$ cat config.mk
export PLATFORM = sky130hd
export DESIGN_NAME = lz77_top
export DESIGN_NICKNAME = d
export VERILOG_FILES = /design/src/verilog/lz77_pkg.sv /design/src/verilog/lz77_apb_regs.sv /design/src/verilog/lz77_window.sv /design/src/verilog/lz77_match_search.sv /design/src/verilog/lz77_token_out.sv /design/src/verilog/lz77_top.sv
export SDC_FILE = /design/constraint.sdc
export NUM_CORES = 1
export LEC_CHECK = 0
export BUFFER_PORTS_ARGS = -buffer_cell sky130_fd_sc_hd__buf_2
export CELL_PAD_IN_SITES_DETAIL_PLACEMENT = 2
export CELL_PAD_IN_SITES_GLOBAL_PLACEMENT = 2
export CORE_UTILIZATION = 40
export CTS_CLUSTER_SIZE = 12
export DETAILED_ROUTE_END_ITERATION = 6
export GPL_TIMING_DRIVEN = 0
export PLACE_DENSITY = 0.84
export SYNTH_ARGS = -nofsm -noshare
export SYNTH_HDL_FRONTEND = slang
export SYNTH_HIERARCHICAL = 1
export SYNTH_SLANG_ARGS = --single-unit
$ cat constraint.sdc
create_clock -name clk -period 12.48 [get_ports clk]
set_input_delay 1.248 -clock clk [delete_from_list [all_inputs] [get_ports clk]]
set_output_delay 1.248 -clock clk [all_outputs]
set_load 0.02 [all_outputs]
$ cat src/verilog/lz77_pkg.sv
package lz77_pkg;

  // ------------------------------
  // widths with a meaning
  typedef logic [7:0]  byte_t;
  typedef logic [3:0]  len_t;
  typedef logic [7:0]  dst_t;
  typedef logic [15:0] cnt_t;

  // shorter best matches go out as literals
  localparam int LEN_MIN = 3;

  // ------------------------------
  // token as seen by the downstream stage
  typedef struct packed {
    logic  lit;
    byte_t lit_byte;
    len_t  len;
    dst_t  dst;
    logic  last;
  } token_t;

  // ------------------------------
  // apb slave port
  typedef struct packed {
    logic        psel;
    logic        penable;
    logic        pwrite;
    logic [3:0]  paddr;
    logic [31:0] pwdata;
  } apb_req_t;

  typedef struct packed {
    logic [31:0] prdata;
    logic        pready;
    logic        pslverr;
  } apb_rsp_t;

  typedef enum logic [1:0] {IDLE, FETCH, SEARCH, EMIT} win_state_e;

  localparam logic [3:0] ADDR_CTRL   = 4'h0;
  localparam logic [3:0] ADDR_LEN    = 4'h4;
  localparam logic [3:0] ADDR_STATUS = 4'h8;
  localparam logic [3:0] ADDR_TOKCNT = 4'hC;

endpackage

$ cat src/verilog/lz77_apb_regs.sv
`timescale 1ns/1ns

module lz77_apb_regs (
  input  logic               clk,
  input  logic               rstn,
  input  lz77_pkg::apb_req_t apb_i,
  output lz77_pkg::apb_rsp_t apb_o,
  input  logic               busy_i,
  input  logic               tok_acc_i,
  input  logic               run_done_i,
  output logic               start_o,
  output lz77_pkg::cnt_t     len_cfg_o
);

  import lz77_pkg::*;

  logic        acc_w;
  logic        wr_w;
  logic        addr_ok_w;
  logic        busy_w;
  logic [31:0] rdata_w;

  cnt_t len_q;
  cnt_t tok_cnt_q;
  logic done_q;
  logic run_q;

  // ------------------------------
  // access decode
  assign acc_w  = apb_i.psel && apb_i.penable;
  assign wr_w   = acc_w && apb_i.pwrite && addr_ok_w;

  // run stays busy until the last token has left the slot
  assign busy_w = busy_i || run_q;

  always_comb begin
    addr_ok_w = 1'b1;
    rdata_w   = '0;
    case (apb_i.paddr)
      ADDR_CTRL:   rdata_w = '0;
      ADDR_LEN:    rdata_w = 32'(len_q);
      ADDR_STATUS: rdata_w = {30'd0, done_q, busy_w};
      ADDR_TOKCNT: rdata_w = 32'(tok_cnt_q);
      default:     addr_ok_w = 1'b0;
    endcase
  end

  // no wait states
  assign apb_o.prdata  = rdata_w;
  assign apb_o.pready  = 1'b1;
  assign apb_o.pslverr = acc_w && !addr_ok_w;

  // start only from idle and with a non-empty stream
  assign start_o = wr_w && (apb_i.paddr == ADDR_CTRL) && apb_i.pwdata[0] &&
                   !busy_w && (len_q != '0);

  assign len_cfg_o = len_q;

  // ------------------------------
  // registers
  always_ff @(posedge clk or negedge rstn) begin
    if (!rstn) begin
      len_q     <= '0;
      tok_cnt_q <= '0;
      done_q    <= 1'b0;
      run_q     <= 1'b0;
    end else begin
      if (wr_w && (apb_i.paddr == ADDR_LEN)) begin
        len_q <= apb_i.pwdata[15:0];
      end
      if (start_o) begin
        tok_cnt_q <= '0;
        done_q    <= 1'b0;
        run_q     <= 1'b1;
      end else begin
        if (tok_acc_i) begin
          tok_cnt_q <= tok_cnt_q + cnt_t'(1);
        end
        // done is sticky until the next start
        if (run_done_i) begin
          done_q <= 1'b1;
          run_q  <= 1'b0;
        end
      end
    end
  end

endmodule

$ cat src/verilog/lz77_window.sv
`timescale 1ns/1ns

module lz77_window #(
  parameter int WIN_SIZE = 16,
  parameter int LEN_MAX  = 8
) (
  input  logic                            clk,
  input  logic                            rstn,
  input  logic                            start_i,
  input  lz77_pkg::cnt_t                  len_cfg_i,
  output logic                            rd_val_o,
  input  lz77_pkg::byte_t                 rd_dat_i,
  output logic                            srch_go_o,
  output lz77_pkg::byte_t [WIN_SIZE-1:0]  win_o,
  output lz77_pkg::byte_t [LEN_MAX-1:0]   look_o,
  output lz77_pkg::dst_t                  win_fill_o,
  output lz77_pkg::len_t                  look_len_o,
  input  logic                            srch_done_i,
  input  lz77_pkg::len_t                  best_len_i,
  input  lz77_pkg::dst_t                  best_dst_i,
  input  logic                            slot_free_i,
  output logic                            emit_o,
  output logic                            emit_last_o,
  output logic                            busy_o
);

  import lz77_pkg::*;

  win_state_e state_q;
  win_state_e state_d;

  cnt_t       len_q;
  cnt_t       fet_cnt_q;
  cnt_t       cod_cnt_q;
  len_t       look_len_q;
  len_t       shift_len_w;
  dst_t       win_fill_q;
  dst_t       fill_sat_w;
  logic [8:0] fill_sum_w;
  logic       done_seen_q;
  logic       last_w;

  byte_t [WIN_SIZE-1:0] win_q;
  byte_t [WIN_SIZE-1:0] win_shift_w;
  byte_t [LEN_MAX-1:0]  look_q;
  byte_t [LEN_MAX-1:0]  look_shift_w;

  // ------------------------------
  // sequencer
  always_comb begin
    state_d = state_q;
    case (state_q)
      IDLE: begin
        if (start_i) begin
          state_d = FETCH;
        end
      end
      FETCH: begin
        if (srch_go_o) begin
          state_d = SEARCH;
        end
      end
      SEARCH: begin
        // hold here while the previous token still occupies the slot
        if ((srch_done_i || done_seen_q) && slot_free_i) begin
          state_d = EMIT;
        end
      end
      EMIT: begin
        state_d = last_w ? IDLE : FETCH;
      end
      default: begin
        state_d = IDLE;
      end
    endcase
  end

  // fill the lookahead until full or stream exhausted
  assign rd_val_o  = (state_q == FETCH) && (look_len_q < len_t'(LEN_MAX)) &&
                     (fet_cnt_q < len_q);
  assign srch_go_o = (state_q == FETCH) && !rd_val_o;

  // literal is marked by distance 0
  assign shift_len_w = (best_dst_i == '0) ? len_t'(1) : best_len_i;
  assign last_w      = (cod_cnt_q + cnt_t'(shift_len_w)) == len_q;
  assign emit_o      = (state_q == EMIT);
  assign emit_last_o = emit_o && last_w;
  assign busy_o      = (state_q != IDLE);

  assign fill_sum_w = 9'(win_fill_q) + 9'(shift_len_w);
  assign fill_sat_w = (fill_sum_w > 9'(WIN_SIZE)) ? dst_t'(WIN_SIZE) : fill_sum_w[7:0];

  // ------------------------------
  // window and lookahead shift by token length
  // win[0] is the most recent coded byte, look[0] the next one
  always_comb begin
    for (int j = 0; j < WIN_SIZE; j++) begin
      if (j < int'(shift_len_w)) begin
        win_shift_w[j] = look_q[int'(shift_len_w) - 1 - j];
      end else begin
        win_shift_w[j] = win_q[j - int'(shift_len_w)];
      end
    end
    for (int i = 0; i < LEN_MAX; i++) begin
      if (i + int'(shift_len_w) < LEN_MAX) begin
        look_shift_w[i] = look_q[i + int'(shift_len_w)];
      end else begin
        look_shift_w[i] = '0;
      end
    end
  end

  always_ff @(posedge clk or negedge rstn) begin
    if (!rstn) begin
      state_q     <= IDLE;
      len_q       <= '0;
      fet_cnt_q   <= '0;
      cod_cnt_q   <= '0;
      look_len_q  <= '0;
      win_fill_q  <= '0;
      done_seen_q <= 1'b0;
    end else begin
      state_q <= state_d;
      // new run starts with an empty window
      if ((state_q == IDLE) && start_i) begin
        len_q      <= len_cfg_i;
        fet_cnt_q  <= '0;
        cod_cnt_q  <= '0;
        look_len_q <= '0;
        win_fill_q <= '0;
      end
      if (rd_val_o) begin
        fet_cnt_q  <= fet_cnt_q + cnt_t'(1);
        look_len_q <= look_len_q + len_t'(1);
      end
      if (srch_done_i) begin
        done_seen_q <= 1'b1;
      end
      if (emit_o) begin
        done_seen_q <= 1'b0;
        cod_cnt_q   <= cod_cnt_q + cnt_t'(shift_len_w);
        look_len_q  <= look_len_q - shift_len_w;
        win_fill_q  <= fill_sat_w;
      end
    end
  end

  always_ff @(posedge clk) begin
    if (rd_val_o) begin
      look_q[look_len_q] <= rd_dat_i;
    end
    if (emit_o) begin
      look_q <= look_shift_w;
      win_q  <= win_shift_w;
    end
  end

  assign win_o      = win_q;
  assign look_o     = look_q;
  assign win_fill_o = win_fill_q;
  assign look_len_o = look_len_q;

endmodule

$ cat src/verilog/lz77_match_search.sv
`timescale 1ns/1ns

module lz77_match_search #(
  parameter int WIN_SIZE = 16,
  parameter int LEN_MAX  = 8
) (
  input  logic                            clk,
  input  logic                            rstn,
  input  logic                            srch_go_i,
  input  lz77_pkg::byte_t [WIN_SIZE-1:0]  win_i,
  input  lz77_pkg::byte_t [LEN_MAX-1:0]   look_i,
  input  lz77_pkg::dst_t                  win_fill_i,
  input  lz77_pkg::len_t                  look_len_i,
  output logic                            srch_done_o,
  output lz77_pkg::len_t                  best_len_o,
  output lz77_pkg::dst_t                  best_dst_o
);

  import lz77_pkg::*;

  // flag i stands for distance i+1
  logic [WIN_SIZE-1:0] flg_q;
  logic [WIN_SIZE-1:0] flg_init_w;
  logic [WIN_SIZE-1:0] flg_nxt_w;
  logic [WIN_SIZE-1:0] pick_src_w;

  logic active_q;
  logic done_q;
  logic any_w;
  logic stop_w;
  len_t k_q;
  len_t fin_len_w;
  dst_t pick_dst_w;
  len_t best_len_q;
  dst_t best_dst_q;

  // ------------------------------
  // candidate flags
  always_comb begin
    for (int i = 0; i < WIN_SIZE; i++) begin
      flg_init_w[i] = (i < int'(win_fill_i));
    end
  end

  // source must stay inside the window, so distance has to exceed k
  always_comb begin
    for (int i = 0; i < WIN_SIZE; i++) begin
      flg_nxt_w[i] = 1'b0;
      if (flg_q[i] && (i >= int'(k_q))) begin
        flg_nxt_w[i] = (win_i[i - int'(k_q)] == look_i[k_q]);
      end
    end
  end

  assign any_w  = |flg_nxt_w;
  assign stop_w = active_q && (!any_w || ((k_q + len_t'(1)) == look_len_i));

  // survivors of the last matching cycle all share the best length
  assign fin_len_w  = any_w ? (k_q + len_t'(1)) : k_q;
  assign pick_src_w = any_w ? flg_nxt_w : flg_q;

  // ------------------------------
  // priority pick, smallest distance wins
  always_comb begin
    pick_dst_w = '0;
    for (int i = WIN_SIZE - 1; i >= 0; i--) begin
      if (pick_src_w[i]) begin
        pick_dst_w = dst_t'(i + 1);
      end
    end
  end

  always_ff @(posedge clk or negedge rstn) begin
    if (!rstn) begin
      flg_q    <= '0;
      k_q      <= '0;
      active_q <= 1'b0;
      done_q   <= 1'b0;
    end else begin
      done_q <= stop_w;
      if (srch_go_i) begin
        flg_q    <= flg_init_w;
        k_q      <= '0;
        active_q <= 1'b1;
      end else if (active_q) begin
        flg_q <= flg_nxt_w;
        k_q   <= k_q + len_t'(1);
        if (stop_w) begin
          active_q <= 1'b0;
        end
      end
    end
  end

  // short matches fall back to a literal of length 1
  always_ff @(posedge clk) begin
    if (stop_w) begin
      if (fin_len_w >= len_t'(LEN_MIN)) begin
        best_len_q <= fin_len_w;
        best_dst_q <= pick_dst_w;
      end else begin
        best_len_q <= len_t'(1);
        best_dst_q <= '0;
      end
    end
  end

  assign srch_done_o = done_q;
  assign best_len_o  = best_len_q;
  assign best_dst_o  = best_dst_q;

endmodule

$ cat src/verilog/lz77_token_out.sv
`timescale 1ns/1ns

module lz77_token_out (
  input  logic             clk,
  input  logic             rstn,
  input  logic             emit_i,
  input  logic             emit_last_i,
  input  lz77_pkg::len_t   best_len_i,
  input  lz77_pkg::dst_t   best_dst_i,
  input  lz77_pkg::byte_t  lit_byte_i,
  output lz77_pkg::token_t tok_o,
  output logic             tok_val_o,
  input  logic             tok_rdy_i,
  output logic             slot_free_o,
  output logic             tok_acc_o,
  output logic             run_done_o
);

  import lz77_pkg::*;

  token_t tok_q;
  token_t tok_w;
  logic   lit_w;
  logic   val_q;

  // ------------------------------
  // token forming
  // search result with distance 0 marks a literal
  assign lit_w = (best_dst_i == '0);

  always_comb begin
    tok_w.lit      = lit_w;
    tok_w.lit_byte = lit_w ? lit_byte_i : '0;
    tok_w.len      = lit_w ? len_t'(1) : best_len_i;
    tok_w.dst      = lit_w ? '0 : best_dst_i;
    tok_w.last     = emit_last_i;
  end

  // ------------------------------
  // one-entry output slot
  assign tok_acc_o   = val_q && tok_rdy_i;
  assign run_done_o  = tok_acc_o && tok_q.last;
  // free again in the cycle the held token is taken
  assign slot_free_o = !val_q || tok_rdy_i;

  always_ff @(posedge clk or negedge rstn) begin
    if (!rstn) begin
      val_q <= 1'b0;
    end else begin
      if (emit_i) begin
        val_q <= 1'b1;
      end else if (tok_acc_o) begin
        val_q <= 1'b0;
      end
    end
  end

  always_ff @(posedge clk) begin
    if (emit_i) begin
      tok_q <= tok_w;
    end
  end

  assign tok_o     = tok_q;
  assign tok_val_o = val_q;

endmodule

$ cat src/verilog/lz77_top.sv
`timescale 1ns/1ns

module lz77_top #(
  parameter int WIN_SIZE = 16,
  parameter int LEN_MAX  = 8
) (
  input  logic               clk,
  input  logic               rstn,
  input  lz77_pkg::apb_req_t apb_i,
  output lz77_pkg::apb_rsp_t apb_o,
  output logic               rd_val_o,
  input  lz77_pkg::byte_t    rd_dat_i,
  output lz77_pkg::token_t   tok_o,
  output logic               tok_val_o,
  input  logic               tok_rdy_i
);

  import lz77_pkg::*;

  // ------------------------------
  // control between blocks
  logic start;
  cnt_t len_cfg;
  logic busy;
  logic tok_acc;
  logic run_done;
  logic slot_free;
  logic emit;
  logic emit_last;

  // search request and result
  logic                 srch_go;
  logic                 srch_done;
  byte_t [WIN_SIZE-1:0] win;
  byte_t [LEN_MAX-1:0]  look;
  dst_t                 win_fill;
  len_t                 look_len;
  len_t                 best_len;
  dst_t                 best_dst;

  lz77_apb_regs u_apb_regs (
    .clk        (clk),
    .rstn       (rstn),
    .apb_i      (apb_i),
    .apb_o      (apb_o),
    .busy_i     (busy),
    .tok_acc_i  (tok_acc),
    .run_done_i (run_done),
    .start_o    (start),
    .len_cfg_o  (len_cfg)
  );

  lz77_window #(
    .WIN_SIZE (WIN_SIZE),
    .LEN_MAX  (LEN_MAX)
  ) u_window (
    .clk         (clk),
    .rstn        (rstn),
    .start_i     (start),
    .len_cfg_i   (len_cfg),
    .rd_val_o    (rd_val_o),
    .rd_dat_i    (rd_dat_i),
    .srch_go_o   (srch_go),
    .win_o       (win),
    .look_o      (look),
    .win_fill_o  (win_fill),
    .look_len_o  (look_len),
    .srch_done_i (srch_done),
    .best_len_i  (best_len),
    .best_dst_i  (best_dst),
    .slot_free_i (slot_free),
    .emit_o      (emit),
    .emit_last_o (emit_last),
    .busy_o      (busy)
  );

  lz77_match_search #(
    .WIN_SIZE (WIN_SIZE),
    .LEN_MAX  (LEN_MAX)
  ) u_match_search (
    .clk         (clk),
    .rstn        (rstn),
    .srch_go_i   (srch_go),
    .win_i       (win),
    .look_i      (look),
    .win_fill_i  (win_fill),
    .look_len_i  (look_len),
    .srch_done_o (srch_done),
    .best_len_o  (best_len),
    .best_dst_o  (best_dst)
  );

  // the literal byte is the head of the lookahead
  lz77_token_out u_token_out (
    .clk         (clk),
    .rstn        (rstn),
    .emit_i      (emit),
    .emit_last_i (emit_last),
    .best_len_i  (best_len),
    .best_dst_i  (best_dst),
    .lit_byte_i  (look[0]),
    .tok_o       (tok_o),
    .tok_val_o   (tok_val_o),
    .tok_rdy_i   (tok_rdy_i),
    .slot_free_o (slot_free),
    .tok_acc_o   (tok_acc),
    .run_done_o  (run_done)
  );

endmodule

### Word-level counts from Yosys, hierarchy flattened

Cells that the tools add are included.

| cells by class | value |
|---|---|
| $add $sub $neg | 61 |
| $lt $le $gt $ge | 116 |
| eq/ne operators | 27 |
| muxes and demuxes | 262 |
| bitwise operators | 1 |
| reductions and logical operators | 64 |

Operators by type and width:

| operator | count |
|---|---|
| 8-bit 2-to-1 mux | 137 |
| 8-bit binary-select mux with 4-bit select | 32 |
| 32-bit by 6-bit < comparator with 1-bit output, second input constant | 32 |
| 32-bit by 5-bit < comparator with 1-bit output, second input constant | 29 |
| 8-bit binary-select mux with 3-bit select | 24 |
| 32-bit by 5-bit subtractor with 32-bit output, second input constant | 7 |
| 8-bit == test | 16 |
| 16-bit 2-to-1 mux | 8 |
| 64-bit 2-to-1 mux | 2 |
| 32-bit by 4-bit subtractor with 32-bit output, second input constant | 4 |
| 4-bit by 4-bit subtractor with 5-bit output, first input constant | 16 |
| 64-bit bitwise mux | 1 |
| 4-bit by 8-bit < comparator with 1-bit output, first input constant | 8 |
| 32-bit by 3-bit subtractor with 32-bit output, second input constant | 2 |
| 4-bit 2-to-1 mux | 15 |
| 16-bit one-hot mux with 3 select lines | 1 |
| 3-bit by 4-bit subtractor with 5-bit output, first input constant | 8 |
| 1-bit logical AND | 34 |
| 16-bit by 1-bit adder with 16-bit output, second input constant | 2 |
| 3-bit by 8-bit < comparator with 1-bit output, first input constant | 4 |
| 16-bit OR reduction | 2 |
| 32-bit by 2-bit subtractor with 32-bit output, second input constant | 1 |
| 1-bit 2-to-1 mux | 30 |
| 4-bit >= comparator, first input constant | 7 |
| other kinds (50) | 109 |

| word-level totals | value |
|---|---|
| register bits | 340 |
| bits of input ports | 50 |
| word-level logic and storage cells | 582 |

### Longest topological paths before layout

Gate-level depths: netlist of the first run.

| logic depth | value |
|---|---|
| depth in word-level cells | 24 |
| mapped depth | 23 |

### Hierarchy

Netlist of the first run, hierarchy kept.

By module, submodules not included:

| module | times used | cells an instance | area an instance (um^2) | seq. area each (um^2) |
|---|---|---|---|---|
| lz77_window | 1 | 1916 | 19797.7 | 7342.0 |
| lz77_match_search | 1 | 1262 | 12549.5 | 820.8 |
| lz77_apb_regs | 1 | 179 | 1879.3 | 850.8 |
| lz77_token_out | 1 | 60 | 942.2 | 685.7 |

### Worst setup path after synthesis of the first run

No wires, ideal clock.

| path | value |
|---|---|
| path type | register -> register |
| start | register u_match_search.k_q[0] |
| end | register u_match_search.best_dst_q[0], in the netlist u_match_search/best_dst_o[0], enable pin |
| library setup time | 0.375 ns |
| arrival | 5.190 ns |
| slack | 6.914 ns |
| cell stages (with the launch flop) | 23 |
| buffers on the path | 10 |
| cells stage by stage | dfrtp_1 > buf_2 > buf_6 > buf_6 > inv_2 > buf_2 > ha_1 > buf_2 > buf_2 > buf_2 > buf_2 > mux4_2 > mux2i_1 > xnor2_1 > nand4_1 > a221oi_1 > or2_1 > or4_4 > nor3b_4 > clkbuf_1 > buf_2 > a31oi_1 > nor2_1 |

| between the ends | value |
|---|---|
| cells in the longest elaborated chain, start to end | 10 |
| elaborated cells between the ends (all ways) | 134 |

RTL lines:

| item | line | RTL |
|---|---|---|
| start: declaration | lz77_match_search.sv:31 | `len_t k_q;` |
| start signal: assignment | lz77_match_search.sv:87 | `k_q <= k_q + len_t'(1);` |
| 1-bit by 4-bit subtractor with 5-bit output (tied with other cells) | lz77_match_search.sv:50 | `flg_nxt_w[i] = (win_i[i - int'(k_q)] == look_i[k_q]);` |
| 8-bit binary-select mux with 4-bit select | lz77_match_search.sv:50 |  |
| 8-bit 2-to-1 mux (implied by the code) (2 in series) | lz77_match_search.sv:50 |  |
| 8-bit == test | lz77_match_search.sv:50 |  |
| 1-bit 2-to-1 mux | lz77_match_search.sv:49 | `if (flg_q[i] && (i >= int'(k_q))) begin` |
| 16-bit OR reduction | lz77_match_search.sv:55 | `assign any_w = \|flg_nxt_w;` |
| 1-bit logical NOT | lz77_match_search.sv:56 | `assign stop_w = active_q && (!any_w \|\| ((k_q + len_t'(1)) == look_len_i));` |
| 1-bit logical OR (*) | lz77_match_search.sv:56 |  |
| 1-bit logical AND (*) | lz77_match_search.sv:56 |  |
| via u_match_search.stop_w | lz77_match_search.sv:30 | `logic stop_w;` |
| end signal: assignment | lz77_match_search.sv:100 | `best_dst_q <= pick_dst_w;` |
| end: declaration | lz77_match_search.sv:35 | `dst_t best_dst_q;` |

Mark *: on every way through the listed nets, which the timed path passes. The rest lies on a longest branch. The select of a mux whose other input is x is not followed.
A chain may end at the register's enable or synchronous reset.

### Worst setup path in the final report of the first run

| path | value |
|---|---|
| start | register u_match_search.k_q[1] |
| end | register u_match_search.best_len_q[3], in the netlist u_match_search/best_len_o[3], enable pin |

| between the ends | value |
|---|---|
| cells in the longest elaborated chain, start to end | 10 |
| elaborated cells between the ends (all ways) | 134 |

RTL lines:

| item | line | RTL |
|---|---|---|
| 1-bit by 4-bit subtractor with 5-bit output (tied with other cells) | lz77_match_search.sv:50 |  |
| 8-bit binary-select mux with 4-bit select | lz77_match_search.sv:50 |  |
| 8-bit 2-to-1 mux (implied by the code) (2 in series) | lz77_match_search.sv:50 |  |
| 8-bit == test | lz77_match_search.sv:50 |  |
| 1-bit 2-to-1 mux | lz77_match_search.sv:49 |  |
| 16-bit OR reduction | lz77_match_search.sv:55 |  |
| 1-bit logical NOT | lz77_match_search.sv:56 |  |
| 1-bit logical OR (*) | lz77_match_search.sv:56 |  |
| 1-bit logical AND (*) | lz77_match_search.sv:56 |  |
| via u_match_search.stop_w | lz77_match_search.sv:30 |  |
| end signal: assignment | lz77_match_search.sv:99 | `best_len_q <= fin_len_w;` |
| end signal: assignment | lz77_match_search.sv:102 | `best_len_q <= len_t'(1);` |
| end: declaration | lz77_match_search.sv:34 | `len_t best_len_q;` |

Marked as above.

==> flow_summary_export.csv, run 1 <==
group,metric,value,unit
timing,fin_skew,0.0427,ns
clock_network,cts_resized,0,
global_route,antenna_found_initial,8,
worst_setup_path,r2r-end,"u_match_search/best_len_o[3]",
drt,routedWlPerCell,41.0,um
timing,fmax,117,MHz
clock_network,htree_levels,2,
global_route,grtUsageTotal,43.0,%
placed_design,io_buffers,74,
clock_network,cts_buffers,44,
run,max-cap-violations,1,
timing,worst_slew_pin_slew,1.46,ns
synth,netlist_instances,3417,
timing,final_max_slew_viol_count,0,
drt,finalWirelength,195000,um
worst_setup_path,path_max_fanout,13,
clock_network,clk_latency,0.62,ns
min_path,hold_end,"u_apb_regs/done_q",
timing,tns,0,ns
layout,fin_nets,3681,
min_path,hold_start,"u_apb_regs/done_q",
timing,fin_crit_sh,68.7,%
timing,min_period,8.58,ns
layout,seq_area,0.00970,sq mm
worst_setup_path,ff2ff_path_depth,20,
min_path,hold_depth,2,
synth,synth_area,0.0352,sq mm
worst_setup_path,r2r_start,"u_match_search/k_q[1]",
drt,drc,0,
clock_network,cts_tree,"built",
clock_network,clkTransAtPathRegs,0.06,ns
die,core,0.0869,sq mm
worst_setup_path,r2r_setup_slack,3.90,ns
layout,area_growth,10.1,%
worst_setup_path,cp.arrival,8.79,ns
placed_design,gp_congestion,1.03,
layout,multi_input_area,0.0240,sq mm
placed_design,dpl-instance-area,0.0372,sq mm
die,die_area,0.0891,sq mm
die,dieHeight,299,um
worst_setup_path,cp-end-kind,"flip-flop",
clock_network,cts-root-buf,"clkbuf_16",
die,start_util,40.5,%
synth,synth_edf_count,223,
drt,ant_nets,0,
global_route,first_global_vias,35900,
placed_design,hpwl,145000,um
drt,route.vias.total,34200,
layout,layout-drive-gt1-share,16.4,%
worst_setup_path,critical_path_class,"flip-flop to flip-flop",
global_route,grt_pass1_wl,274000,um
synth,ys_seq_elements,343,
synth,ys_seq_area_share,27.6,%
global_route,grt_max_degree,65,
timing,setup_viol,0,
clock_network,postCtsSetupBuffers,0,
synth,yosysWarnings,6,
synth,synth_area_leaders,"mux2i_1 (23%), edfxtp_1 (19%), mux4_2 (13%)",
drt,drt_iter0_markers,4349,
worst_setup_path,worstPathRequired,12.69,ns
synth,synth_top_area_cell,"mux2i_1",
min_path,min_path_type,"flip-flop to flip-flop",
die,die_x,299,um
layout,final.fill_count,9212,
synth,syn_area_per_cell,10.3,sq um
status,outcome,"complete, but fails checks",
synth,synth-main-ff-cell,"edfxtp_1",
synth,async_flop_share,35.0,%
drt,avgViaCountPerCell,7.19,
timing,rsz0062_at_grt,"false",
clock_network,ctsHoldBuffers,0,
drt,dr.pass1.iters,7,
synth,synth_top_area_share,23.3,%
die,io_pins,108,
worst_setup_path,critPathLaunchType,"flip-flop",
synth,yosys-top-cells-count,"mux2i_1 (819), nand2_1 (229), edfxtp_1 (223), mux4_2 (197), nor2_1 (178)",
synth,yosysMostFrequentCell,"mux2i_1",
status,violations,"capacitance limit",
synth,yosys.cell_types.count,93,
clock_network,clockBufferDepth,3,
global_route,grt-ovfl-total,0,
timing,final_hold_viol_count,0,
timing,max_slew_margin,1.07,%
die,row_count,108,
layout,final_area,0.0387,sq mm
clock_network,cts_sinks,343,
[critical path, stage by stage, from the launching register on]
cell and delay, ns:
dfrtp_1 0.55, buf_2 0.35, inv_2 0.36, buf_2 0.62, ha_1 0.56, xor2_1 0.24
buf_4 0.24, buf_2 0.31, buf_1 0.60, mux4_2 0.41, mux2i_1 0.39, xnor2_1 0.11
nand4_1 0.10, o21ai_0 0.26, a31oi_1 0.40, and4b_1 0.27, nor3b_4 0.47, clkbuf_1 0.50
buf_2 0.36, a31oi_1 0.14, nor2_1 0.87
[how the worst max path moves through the flow]
stage | endpoint | start | cells past startpoint
2_1_floorplan | u_match_search/best_dst_o[0] | u_match_search/k_q[0] | 22
3_3_place_gp | u_window/look_o[62] | u_window/state_q[0] | 5
6_report | u_match_search/best_len_o[3] | u_match_search/k_q[1] | 20
3_5_place_dp | u_match_search/best_len_o[3] | u_match_search/k_q[1] | 19
5_1_grt | u_match_search/best_len_o[3] | u_match_search/k_q[1] | 19
4_1_cts | u_match_search/best_len_o[3] | u_match_search/k_q[1] | 19
[layout make-up]
| type | instances | area share [%] |
|---|---|---|
| antenna | 8 | 0.0517 |
| buffer | 271 | 3.46 |
| clock buffer | 54 | 3.00 |
| clock inverter | 26 | 0.879 |
| inverter | 71 | 0.688 |
| multi-input combinational | 2749 | 61.9 |
| sequential | 343 | 25.1 |
| tap | 1155 | 3.73 |
| timing repair buffer | 79 | 1.23 |
[cell families (layout without fill, tap and decap cells)]
logic type      Yosys count  in the layout  share of synthesized area (%)
other cells               3             28                         0.0320
buf+inv                 342            501                           4.56
fa+ha+maj                74             74                           2.62
simple gates            782            782                           11.0
mux                    1101           1101                           38.8
compound gates          562            562                           9.97
flops                   343            343                           27.6
xor+xnor                210            210                           5.44
[layout by cell type, fill, tap and decap left out, drive strengths merged, types with 69 or more instances in the layout]
cell    count
ha         72
o21ai     149
nand3      75
nand2     229
nor2      179
edfxtp    223
mux4      197
dfrtp     120
xor2       71
inv        69
xnor2     137
mux2       80
mux2i     824
nor3       79
clkbuf    153
a21oi     145
buf       250
[stage by stage]
| step | std cells | utilization (%) | hold slack [ns] | worst slack [ns] |
|---|---|---|---|---|
| after floorplan | 3434 | - | 0.449 | 6.91 |
| after detailed placement | 4668 | 42.8 | 0.487 | 4.24 |
| after global placement | 4663 | 42.6 | 0.482 | 3.61 |
| after global routing | 4750 | 44.5 | 0.530 | 3.66 |
| after CTS | 4748 | 44.5 | 0.499 | 4.15 |
| final | 4756 | 44.5 | 0.506 | 3.90 |
[state kept, by name (all words and copies together) (netlist names)]
register                    cells
u_match_search/best_dst_o       5
u_match_search/best_len_o       4
u_match_search/srch_done_o      1
u_window/len_q                 16
u_window/look_o                64
u_apb_regs/len_cfg_o           16
u_window/look_len_o             4
u_window/win_o                128
u_window/cod_cnt_q             16
u_token_out/tok_o              22
u_window/fet_cnt_q             16
u_match_search/flg_q           16
u_window/state_q                2
u_window/win_fill_o             8
u_token_out/tok_val_o           1
u_apb_regs/tok_cnt_q           16
u_match_search/k_q              4
u_apb_regs/done_q               1
u_window/done_seen_q            1
u_match_search/active_q         1
u_apb_regs/run_q                1
[routing by layer]
metal	part of all wire, %	track usage, %	vias up
li1	-	-	13300
met1	37	51.9	17600
met2	43	64.9	2433
met3	11	13.7	830
met4	8.7	29.8	10
met5	0.053	1.11	-
Power of run 1 is not shown: default switching activity piles up to over one toggle a cycle in this logic, so the estimate is an artifact.
==> inputs of run 2 (changes only) <==
clock period = 8.35 ns   (was 12.48 ns; I/O delays follow)
==> run 2 against run 1 <==
Critical endpoint is now u_match_search/best_dst_o[0]; the run ends with DRC left; register-to-register slack worse by 3.5 ns; critical path type unchanged; non-clock buffer count stayed put; maximum frequency is 7.4% higher; core utilization hardly changed; worst hold slack worse by 0.31 ns; first-iteration DRC count is 2.3% lower; final cell count hardly changed; setup slack worse by 3.5 ns; global-route usage stayed put; design area hardly changed.
==> flow_summary_export.csv, run 2 (synthesized netlist as in run 1, its figures left out) <==
group,metric,value,unit
drt,drc,1,
drt,dr.pass1.iters,7,
worst_setup_path,cp-end-kind,"flip-flop",
layout,fin_util,44.6,%
timing,min_period,7.99,ns
die,core,0.0869,sq mm
clock_network,postCtsSetupBuffers,0,
worst_setup_path,critical_path_class,"flip-flop to flip-flop",
drt,avgViaCountPerCell,7.20,
drt,ant_nets,0,
layout,finalNonFillerCells,4760,
drt,route.vias.total,34300,
placed_design,place_inst,4668,
timing,fin_skew,0.0404,ns
placed_design,io_buffers,74,
drt,finalWirelength,195000,um
clock_network,cts-root-buf,"clkbuf_16",
layout,final_common_cell,"mux2i_1",
timing,fmax,125,MHz
worst_setup_path,cp.arrival,8.30,ns
worst_setup_path,r2r_setup_slack,0.36,ns
min_path,min_path_type,"primary input to asynchronous set/reset pin",
worst_setup_path,worstPathRequired,8.66,ns
worst_setup_path,critPathLaunchType,"flip-flop",
timing,rsz0062_at_grt,"false",
timing,fin_ws,0.365,ns
drt,drt_iter0_markers,4248,
layout,layout_common_cells,"mux2i_1 (818), nand2_1 (229), edfxtp_1 (223)",
status,violations,"DRC",
clock_network,cts_buffers,44,
timing,final_max_slew_viol_count,0,
die,die_x,299,um
global_route,grtUsageTotal,43.0,%
global_route,first_global_vias,35900,
clock_network,cts_sinks,343,
worst_setup_path,path_max_fanout,13,
clock_network,cts_tree,"built",
global_route,grt-ovfl-total,0,
placed_design,gp_congestion,1.03,
placed_design,hpwl,145000,um
global_route,antenna_found_initial,8,
die,row_count,108,
clock_network,clockBufferDepth,3,
layout,area_growth,10.1,%
placed_design,pre_cts_slack,0.106,ns
clock_network,htree_levels,2,
global_route,grt_pass1_wl,274000,um
global_route,grt_max_degree,65,
status,outcome,"complete, but fails checks",
layout,largest_reg_flops,128,
timing,final_hold_viol_count,0,
run,max-cap-violations,0,
die,die_area,0.0891,sq mm
die,io_pins,108,
die,start_util,40.5,%
layout,fin_nets,3681,
timing,max_slew_margin,3.68,%
timing,worst_slew_pin_slew,1.42,ns
timing,tns,0,ns
die,dieHeight,299,um
timing,setup_viol,0,
clock_network,clk_latency,0.62,ns
clock_network,clkTransAtPathRegs,0.06,ns
drt,routedWlPerCell,41.0,um
timing,fin_crit_sh,95.6,%
layout,layout-drive-gt1-share,16.4,%
[run 2: final timing paths]
| path | from | endpoint | cells after the start |
|---|---|---|---|
| worst min register to register | u_apb_regs/done_q | u_apb_regs/done_q | 2 |
| min in group clk | apb_i[6] | u_apb_regs/len_cfg_o[6] | 2 |
| worst min-delay path | rstn | u_match_search/flg_q[13] | 1 |
| worst max-delay path | u_match_search/k_q[1] | u_match_search/best_dst_o[0] | 20 |
| worst max register to register | u_match_search/k_q[1] | u_match_search/best_dst_o[0] | 20 |
| max in group asynchronous | rstn | u_apb_regs/tok_cnt_q[0] | 2 |
[run 2: critical path: stages, from the launching register on]
cell       delay (ns)
dfrtp_1          0.60
buf_2            0.47
inv_2            0.28
clkbuf_4         0.41
ha_1             0.37
buf_2            0.19
buf_2            0.27
buf_2            0.35
mux2_2           0.43
mux2i_1          0.26
nor3_1           0.08
nor4_1           0.75
or3_1            0.20
a211oi_1         0.11
a2111oi_0        0.62
and4b_1          0.30
nor3b_4          0.46
clkbuf_1         0.50
buf_2            0.36
a211oi_1         0.12
a311oi_1         0.52
[run 2: cell type report]
type,count,area (sq um)
Timing Repair Buffer,79,478
Inverter,71,267
Tap cell,1155,1450
Clock buffer,54,1160
Multi-Input combinational cell,2749,24000
Sequential cell,343,9700
Antenna cell,12,30.0
Fill cell,9213,48200
Clock inverter,26,340
Buffer,271,1340
[run 2: metal layers]
metal / share of wire, % / track usage, % / vias up
met2: 43 / 64.9 / 2490
li1: - / - / 13400
met4: 8.6 / 29.8 / 6
met1: 37 / 51.9 / 17600
met3: 11 / 13.7 / 835
met5: 0.076 / 1.11 / -
[run 2: what timing repair did]
| action | in CTS | in global routing |
|---|---|---|
| gates resized for setup | 0 | 3 |
| hold endpoints to repair | 0 | 0 |
| setup endpoints to repair | 0 | 11 |
| hold buffers | 0 | 0 |
[run 2: per-stage QoR]
| step | hold slack (ns) | instance area (sq um) |
|---|---|---|
| global route | 0.231 | 38700 |
| floorplan | 0.449 | 35200 |
| global placement | 0.482 | 37000 |
| CTS | 0.218 | 38700 |
| detailed placement | 0.487 | 37200 |
| finish | 0.193 | 38700 |
Power of run 2 is left out for the same reason.
